**src/source/audio_pkg.sv**
```systemverilog
// Shared types and helpers for the audio output path
// Imported by every stage of the mixer pipeline
`default_nettype none

package audio_pkg;

	////////////////////
	// Sample types
	////////////////////

	// Signed 16-bit audio sample
	typedef logic signed [15:0] sample_t;

	// Sum of the scaled sources with one guard bit above a sample
	typedef logic signed [16:0] sum_t;

	typedef struct packed {
		sample_t left;
		sample_t right;
	} stereo_t;

	// Code zero is silent and the upper four bits give the level
	typedef logic [4:0] vol_t;

	// Code 3 is undefined and handled as 4x
	typedef enum logic [1:0] {
		BOOST_NONE = 2'd0,
		BOOST_2X   = 2'd1,
		BOOST_4X   = 2'd2
	} boost_mode_t;

	////////////////////
	// Frame and settings
	////////////////////

	typedef struct packed {
		stereo_t sb;
		stereo_t cd;
		stereo_t midi;
		logic    speaker;
	} audio_sources_t;

	typedef struct packed {
		vol_t        vol_master_l;
		vol_t        vol_master_r;
		vol_t        vol_cd_l;
		vol_t        vol_cd_r;
		vol_t        vol_midi_l;
		vol_t        vol_midi_r;
		vol_t        vol_line_l;
		vol_t        vol_line_r;
		logic [1:0]  vol_spk;
		logic [1:0]  spk_boost;
		logic        cd_en_l;
		logic        cd_en_r;
		logic        line_en_l;
		logic        line_en_r;
		logic        midi_from_line;
		logic        midi_mute;
		boost_mode_t boost;
	} mix_settings_t;

	////////////////////
	// Pipeline beats
	////////////////////

	// Raw sums from the scaler to the mixer with the settings later stages need
	typedef struct packed {
		logic        valid;
		sum_t        left;
		sum_t        right;
		boost_mode_t boost;
		vol_t        vol_master_l;
		vol_t        vol_master_r;
	} scaled_beat_t;

	// Saturated frame from the mixer to the leveler
	typedef struct packed {
		logic        valid;
		stereo_t     data;
		boost_mode_t boost;
		vol_t        vol_master_l;
		vol_t        vol_master_r;
	} mixed_beat_t;

	// Attenuates in 6 dB steps by 15 minus the level
	function automatic sample_t apply_volume(sample_t s, vol_t vol);
		if (vol == '0)
			return '0;
		return s >>> (4'd15 - vol[4:1]);
	endfunction

endpackage

`default_nettype wire
```
**src/source/audio_mixer_top.sv**
```systemverilog
// Top level of the audio output path
// Takes one frame per in_stb and delivers it on out_stb eight cycles later
`default_nettype none
`timescale 1ns/100ps

module audio_mixer_top #(
	// Compressor curve 1 (2x boost)
	parameter logic [3:0] COMP_F1 = 4'd4,
	parameter logic [3:0] COMP_A1 = 4'd2,
	// Compressor curve 2 (4x boost)
	parameter logic [3:0] COMP_F2 = 4'd8,
	parameter logic [3:0] COMP_A2 = 4'd4
) (
	input  logic                     clk_sys,
	input  logic                     reset,
	input  logic                     in_stb,
	input  audio_pkg::audio_sources_t sources,
	input  audio_pkg::mix_settings_t  settings,
	output logic                     out_stb,
	output audio_pkg::stereo_t        out
);

	import audio_pkg::*;

	scaled_beat_t scaled;
	mixed_beat_t  mixed;

	////////////////////
	// Per-source scaling in one cycle
	////////////////////

	source_scaler u_source_scaler (
		.clk_sys  (clk_sys),
		.reset    (reset),
		.in_stb   (in_stb),
		.sources  (sources),
		.settings (settings),
		.beat     (scaled)
	);

	////////////////////
	// Sum and saturate over two cycles
	////////////////////

	mix_clamp u_mix_clamp (
		.clk_sys  (clk_sys),
		.reset    (reset),
		.beat_in  (scaled),
		.beat_out (mixed)
	);

	////////////////////
	// Compressor and master volume over five cycles
	////////////////////

	output_leveler #(
		.COMP_F1 (COMP_F1),
		.COMP_A1 (COMP_A1),
		.COMP_F2 (COMP_F2),
		.COMP_A2 (COMP_A2)
	) u_output_leveler (
		.clk_sys (clk_sys),
		.reset   (reset),
		.beat_in (mixed),
		.out_stb (out_stb),
		.out     (out)
	);

endmodule

`default_nettype wire

```
**src/source/output_leveler.sv**
```systemverilog
// Final pipeline stage with an optional two-curve compressor and then master volume
// Five cycles from beat_in to out_stb
`default_nettype none
`timescale 1ns/100ps

module output_leveler #(
	parameter logic [3:0] COMP_F1 = 4'd4,
	parameter logic [3:0] COMP_A1 = 4'd2,
	parameter logic [3:0] COMP_F2 = 4'd8,
	parameter logic [3:0] COMP_A2 = 4'd4
) (
	input  logic                   clk_sys,
	input  logic                   reset,
	input  audio_pkg::mixed_beat_t beat_in,
	output logic                   out_stb,
	output audio_pkg::stereo_t     out
);

	import audio_pkg::*;

	// Knee is one above the exact crossing point and the offset is the gain at the knee
	localparam int COMP_X1 = ((32767 * (COMP_F1 - 1)) / ((COMP_F1 * COMP_A1) - 1)) + 1;
	localparam int COMP_B1 = COMP_X1 * COMP_A1;
	localparam int COMP_X2 = ((32767 * (COMP_F2 - 1)) / ((COMP_F2 * COMP_A2) - 1)) + 1;
	localparam int COMP_B2 = COMP_X2 * COMP_A2;

	// Settings that ride along with the frame
	typedef struct packed {
		boost_mode_t boost;
		vol_t        vol_l;
		vol_t        vol_r;
		logic [1:0]  sign;
	} ctl_t;

	sample_t     in_ch   [2];
	logic [15:0] mag_q   [2];
	logic [15:0] c1_q    [2];
	logic [15:0] c2_q    [2];
	logic [15:0] plain_q [2];
	logic [15:0] sel_q   [2];
	sample_t     sgn_q   [2];
	ctl_t        ctl_q   [4];
	logic [4:0]  valid_sr;

	// Gain of A below the knee and a slope of 1/F above it
	function automatic logic [15:0] compress(logic [15:0] v, int x, int a, int f, int b);
		if (int'(v) < x)
			return 16'(int'(v) * a);
		return 16'(((int'(v) - x) / f) + b);
	endfunction

	always_comb begin
		in_ch[0] = beat_in.data.left;
		in_ch[1] = beat_in.data.right;
	end

	////////////////////
	// Magnitude and curves
	////////////////////

	always_ff @(posedge clk_sys) begin
		// Stage 1 takes magnitude and sign
		for (int ch = 0; ch < 2; ch++)
			mag_q[ch] <= in_ch[ch][15] ? 16'(-in_ch[ch]) : 16'(in_ch[ch]);
		ctl_q[0].boost <= beat_in.boost;
		ctl_q[0].vol_l <= beat_in.vol_master_l;
		ctl_q[0].vol_r <= beat_in.vol_master_r;
		ctl_q[0].sign  <= {in_ch[1][15], in_ch[0][15]};

		// Stage 2 forms both curves side by side
		for (int ch = 0; ch < 2; ch++) begin
			c1_q[ch]    <= compress(mag_q[ch], COMP_X1, int'(COMP_A1), int'(COMP_F1), COMP_B1);
			c2_q[ch]    <= compress(mag_q[ch], COMP_X2, int'(COMP_A2), int'(COMP_F2), COMP_B2);
			plain_q[ch] <= mag_q[ch];
		end
		ctl_q[1] <= ctl_q[0];

		// Stage 3 picks the curve for this frame
		for (int ch = 0; ch < 2; ch++) begin
			case (ctl_q[1].boost)
				BOOST_NONE: sel_q[ch] <= plain_q[ch];
				BOOST_2X:   sel_q[ch] <= c1_q[ch];
				default:    sel_q[ch] <= c2_q[ch];
			endcase
		end
		ctl_q[2] <= ctl_q[1];
	end

	////////////////////
	// Sign and master volume
	////////////////////

	always_ff @(posedge clk_sys) begin
		// Stage 4
		for (int ch = 0; ch < 2; ch++)
			sgn_q[ch] <= ctl_q[2].sign[ch] ? sample_t'(-sel_q[ch]) : sample_t'(sel_q[ch]);
		ctl_q[3] <= ctl_q[2];

		// Stage 5
		out.left  <= apply_volume(sgn_q[0], ctl_q[3].vol_l);
		out.right <= apply_volume(sgn_q[1], ctl_q[3].vol_r);
	end

	always_ff @(posedge clk_sys) begin
		if (reset)
			valid_sr <= '0;
		else
			valid_sr <= {valid_sr[3:0], beat_in.valid};
	end

	assign out_stb = valid_sr[4];

endmodule

`default_nettype wire

```
**src/source/mix_clamp.sv**
```systemverilog
// Second pipeline stage that holds the 17-bit sum and saturates it to 16 bits
// Two cycles from beat_in to beat_out
`default_nettype none
`timescale 1ns/100ps

module mix_clamp (
	input  logic                    clk_sys,
	input  logic                    reset,
	input  audio_pkg::scaled_beat_t beat_in,
	output audio_pkg::mixed_beat_t  beat_out
);

	import audio_pkg::*;

	scaled_beat_t sum_q;

	// Differing top two bits mean the sum left the 16-bit range
	function automatic sample_t saturate(sum_t s);
		if (s[16] != s[15])
			return s[16] ? sample_t'(-32768) : sample_t'(32767);
		return s[15:0];
	endfunction

	////////////////////
	// Sum register
	////////////////////

	always_ff @(posedge clk_sys) begin
		sum_q.left         <= beat_in.left;
		sum_q.right        <= beat_in.right;
		sum_q.boost        <= beat_in.boost;
		sum_q.vol_master_l <= beat_in.vol_master_l;
		sum_q.vol_master_r <= beat_in.vol_master_r;

		if (reset)
			sum_q.valid <= 1'b0;
		else
			sum_q.valid <= beat_in.valid;
	end

	////////////////////
	// Clamp register
	////////////////////

	always_ff @(posedge clk_sys) begin
		beat_out.data.left    <= saturate(sum_q.left);
		beat_out.data.right   <= saturate(sum_q.right);
		beat_out.boost        <= sum_q.boost;
		beat_out.vol_master_l <= sum_q.vol_master_l;
		beat_out.vol_master_r <= sum_q.vol_master_r;

		if (reset)
			beat_out.valid <= 1'b0;
		else
			beat_out.valid <= sum_q.valid;
	end

endmodule

`default_nettype wire

```
**src/source/source_scaler.sv**
```systemverilog
// First pipeline stage that scales each source and forms the raw stereo sum
// Captures sources and settings on in_stb
`default_nettype none
`timescale 1ns/100ps

module source_scaler (
	input  logic                      clk_sys,
	input  logic                      reset,
	input  logic                      in_stb,
	input  audio_pkg::audio_sources_t sources,
	input  audio_pkg::mix_settings_t  settings,
	output audio_pkg::scaled_beat_t   beat
);

	import audio_pkg::*;

	logic [16:0] spk_term;
	sum_t        sum_l;
	sum_t        sum_r;

	// One channel of the mix before saturation
	function automatic sum_t side_sum(
		sample_t     sb,
		sample_t     cd,
		sample_t     midi,
		logic [16:0] spk,
		vol_t        vol_cd,
		logic        cd_en,
		vol_t        vol_midi,
		vol_t        vol_line,
		logic        line_en,
		logic        from_line,
		logic        mute
	);
		vol_t    midi_vol;
		sample_t midi_term;
		sample_t cd_term;

		// Synth level follows the line-in control when routed there
		midi_vol  = from_line ? (line_en ? vol_line : vol_t'(0)) : vol_midi;
		midi_term = mute ? sample_t'(0) : apply_volume(midi, midi_vol);
		cd_term   = cd_en ? apply_volume(cd, vol_cd) : sample_t'(0);

		return sum_t'(sb) + sum_t'(midi_term) + sum_t'(cd_term) + sum_t'(spk);
	endfunction

	////////////////////
	// Speaker level
	////////////////////

	// Boost moves the bit up and volume moves it back down
	always_comb begin
		spk_term = 17'(sources.speaker) << (5'd11 + 5'(settings.spk_boost));
		spk_term = spk_term >> (2'd3 - settings.vol_spk);
	end

	always_comb begin
		sum_l = side_sum(sources.sb.left, sources.cd.left, sources.midi.left, spk_term,
			settings.vol_cd_l, settings.cd_en_l, settings.vol_midi_l, settings.vol_line_l,
			settings.line_en_l, settings.midi_from_line, settings.midi_mute);
		sum_r = side_sum(sources.sb.right, sources.cd.right, sources.midi.right, spk_term,
			settings.vol_cd_r, settings.cd_en_r, settings.vol_midi_r, settings.vol_line_r,
			settings.line_en_r, settings.midi_from_line, settings.midi_mute);
	end

	////////////////////
	// Stage register
	////////////////////

	always_ff @(posedge clk_sys) begin
		if (in_stb) begin
			beat.left         <= sum_l;
			beat.right        <= sum_r;
			// Later stages use the settings of their own frame
			beat.boost        <= settings.boost;
			beat.vol_master_l <= settings.vol_master_l;
			beat.vol_master_r <= settings.vol_master_r;
		end

		if (reset)
			beat.valid <= 1'b0;
		else
			beat.valid <= in_stb;
	end

endmodule

`default_nettype wire

```
**config.mk**
```make
export PLATFORM = sky130hd
export DESIGN_NAME = audio_mixer_top
export DESIGN_NICKNAME = d
export VERILOG_FILES = /design/src/source/audio_pkg.sv /design/src/source/audio_mixer_top.sv /design/src/source/output_leveler.sv /design/src/source/mix_clamp.sv /design/src/source/source_scaler.sv
export SDC_FILE = /design/constraint.sdc
export NUM_CORES = 1
export LEC_CHECK = 0
export BUFFER_PORTS_ARGS = -buffer_cell sky130_fd_sc_hd__clkbuf_2
export CAP_MARGIN = 20
export CORE_ASPECT_RATIO = 1.25
export CORE_MARGIN = 3
export CORE_UTILIZATION = 61
export CTS_CLUSTER_SIZE = 16
export DETAILED_ROUTE_END_ITERATION = 7
export PLACE_DENSITY = 0.89
export SYNTH_ARGS = -nofsm -noshare
export SYNTH_HDL_FRONTEND = slang
export SYNTH_SLANG_ARGS = --single-unit
```
**constraint.sdc**
```tcl
create_clock -name clk_sys -period 6.1 [get_ports clk_sys]
set_clock_uncertainty 0.1 [all_clocks]
set_input_delay 0.305 -clock clk_sys [delete_from_list [all_inputs] [get_ports clk_sys]]
set_output_delay 0.305 -clock clk_sys [all_outputs]
set_load 0.02 [all_outputs]
```
==> impl_results.md <==
- Final net count: 2,725
- Tot Pwr: 0.0127 W
- Maximum vdd drop: 251 µV
- Register bit total from synthesis: 418
- Utilization after layout: 0.693
- Slew of the pin with the lowest slew margin: 1050 ps
- Initial core utilization: 0.622
- Initial antenna violation count: 0
- Slew Limit Fails: 0
- Vias: 17,242
- Met1 Track Usage GR: 0.259
- Vias in the first global route: 16,819
- FFs w/ async S/R, synth: 0
- Fillers: 2,613
- Post-DP HPWL: 35,200 µm
- Tcrit/Tclk final: 0.821
- Post-synthesis cell type count: 103
- GRT overflow: 0
- DRC errors left: 0
- Max Clk Rate: 200 MHz
- Total GRT Usage: 0.242
- Final Hold Fails: 0
- # diodes: 0
- H-Tree Depth: 2
- Synthesized area: 22,100 µm²
- Worst Setup Start Kind: input port
- EDFF count, synth: 62
- CTS max path bufs: 3
- DP Cell Count: 2,879
- Final min period: 5010 ps
- Die extent in y: 219 µm
- Post-placement worst setup slack: 607 ps
- Setup WS post-layout: 1090 ps
- Worst skew pair latency: 530 ps
- Register area share after synthesis: 0.406
- Non-Filler Instances: 2,960
- LEAKAGE: 10.9 nW
- TritonCTS clock tree: built
- Crit path buf inv count: 3
- Hold Crit Class: in -> reg
- Largest net degree at the start of global routing: 65
- Unrepaired setup endpoints after global routing: no
- Synthesized area per cell: 9.54 µm²
- CTS Buf Count: 37
- Max-cap violations: 0
- Vias per inst: 5.83
- Crit path cell chain: clkbuf_2, nand3_1, o21ai_1, buf_4, a311oi_1, a41oi_1, a21boi_0, o21ai_0, fa_1, fa_1, inv_1, ha_1, or3_1, o21ai_0, a21oi_1, a211o_1, a2111o_1, o211ai_1
- ANT nets after route: 0
- Crit path largest cell delay: 560 ps
- Setup violators final: 0
- Share of layout cells above drive strength 1: 0.135
- Slew Limit Headroom: 0.301
- Io pins: 185
- Initial DRT Pass Iterations: 5
- Die width: 176 µm
- Critical Path RT: 6350 ps
- CTS Sinks: 418
- Synth top area share: 0.322
- Power density cells: 516 nW/µm²
- Slowest-stage cell, CP: a41oi_1
- DRT iter0 DRCs: 1,294
- Drt wl/cell: 16.1 µm
- Synth warnings: 0
- Row count: 77
- First-pass GRT wire length: 78,100 µm
- Outcome: completed
- Clock root cell: clkbuf_16
- Critical path type: in -> reg
- CP endpoint kind: register
- Area leader, netlist: dfxtp_1
- Synth Instances: 2,319
- WP data arrival: 5250 ps
- Core Area: 35,600 µm²
- Die area: 38,600 µm²
- Synth Flop Type: dfxtp_1
- CP top delay family: compound AO/OA/AOI/OAI gates
- Met2 Track Usage GR: 0.469
- Gpl congestion: 0.921
- Synth area leaders: dfxtp_1, edfxtp_1, mux2i_1
- Layout area overhead: 11.3%
- Worst-path clk slew: 60 ps
- Final setup TNS: 0 ps
- Met3 usage: 0.0312
- Number of buffers added on ports: 184
- Critical-path maximum fanout: 24
- Top Usage Layer GRT: met2
- Post-Route WL: 47,600 µm
==> logic make-up (layout without fill, tap and decap cells) <==
kind of cell | after synthesis | after routing | synth area share
compound gates | 556 | 556 | 0.167
xor+xnor | 136 | 136 | 0.0545
fa+ha+maj | 115 | 115 | 0.0840
buf+inv | 268 | 420 | 0.0487
flops | 418 | 418 | 0.406
mux | 217 | 217 | 0.106
other cells | 1 | 16 | 0.000169
simple gates | 608 | 608 | 0.133
==> what timing repair did <==
item,in CTS,in global routing
gates resized for setup,0,0
hold buffers,13,0
endpoints found under the hold margin,20,0
buffers inserted,0,0
==> layout by cell type, fill, tap and decap left out, drive strengths merged, types with 56 or more instances in the layout <==
| cell | Yosys | final |
|---|---|---|
| mux2i | 178 | 178 |
| fa | 56 | 56 |
| nand2 | 243 | 243 |
| edfxtp | 62 | 62 |
| ha | 59 | 59 |
| xnor2 | 111 | 111 |
| o21ai | 161 | 161 |
| dfxtp | 356 | 356 |
| nor2 | 106 | 106 |
| a21oi | 129 | 129 |
| clkbuf | 81 | 234 |
| a21o | 56 | 56 |
| inv | 143 | 146 |
==> final timing paths <==
| check | start | cells past startpoint | slack [ps] | to |
|---|---|---|---|---|
| setup reg to reg | u_output_leveler.mag_q[0][21] | 14 | 1290 | u_output_leveler.c2_q[0][28] |
| hold reg to reg | u_mix_clamp.sum_q[4] | 0 | 220 | u_mix_clamp.beat_out[4] |
| setup / recovery | settings[3] | 18 | 1090 | u_source_scaler.beat[28] |
| hold / removal | sources[81] | 4 | 190 | u_source_scaler.beat[29] |
==> routing by layer <==
layer | wire, µm | vias up
met5 | 0 | -
met4 | 2050 | 0
met1 | 18000 | 8081
met2 | 25300 | 564
li1 | - | 8454
met3 | 2200 | 143
==> report_power, final <==
| part | switching [W] | internal [W] |
|---|---|---|
| clock | 0.000965 | 0.00137 |
| combinational | 0.00302 | 0.00239 |
| sequential | 0.000964 | 0.00400 |
| total | 0.00495 | 0.00775 |
==> registers in the layout, summed over array words and instances (netlist names), 45 cells and up <==
signal	count
u_mix_clamp.beat_out	45
u_mix_clamp.sum_q	47
u_output_leveler.ctl_q	50
u_source_scaler.beat	47
==> Yosys cell counts, types with 23 or more instances <==
cell	n
a211oi_1	26
clkbuf_1	80
mux2i_1	178
o21ai_0	150
dfxtp_1	356
inv_1	143
xnor2_1	110
nand2b_1	24
edfxtp_1	62
nor2_1	106
a21oi_1	126
xor2_1	24
fa_1	56
o31ai_1	23
ha_1	59
nand2_1	243
nor3_1	34
nor2b_1	36
nand3_1	49
mux2_2	27
a21o_1	55
==> per-stage QoR <==
| stage | instance area, µm² | hold WS (ps) |
|---|---|---|
| 2_1_floorplan | 22200 | 210 |
| 3_3_place_gp | 23300 | 210 |
| 3_5_place_dp | 23300 | 212 |
| 4_1_cts | 24600 | 187 |
| 5_1_grt | 24600 | 226 |
| 6_report | 24600 | 190 |
==> cell type report <==
cell class	count	area (µm²)	area share
timing repair buffer	209	1140	0.0463
tap	474	593	0.0241
clock inverter	17	198	0.00803
clock buffer	50	1030	0.0420
inverter	144	541	0.0219
sequential	418	8990	0.365
multi-input combinational	1648	12100	0.493
==> worst min-delay path: stages <==
cell and delay [ps]:
clkbuf_2 80, inv_1 70, fa_1 160, inv_1 30
Note: power is estimated with default switching activity, not from simulation.
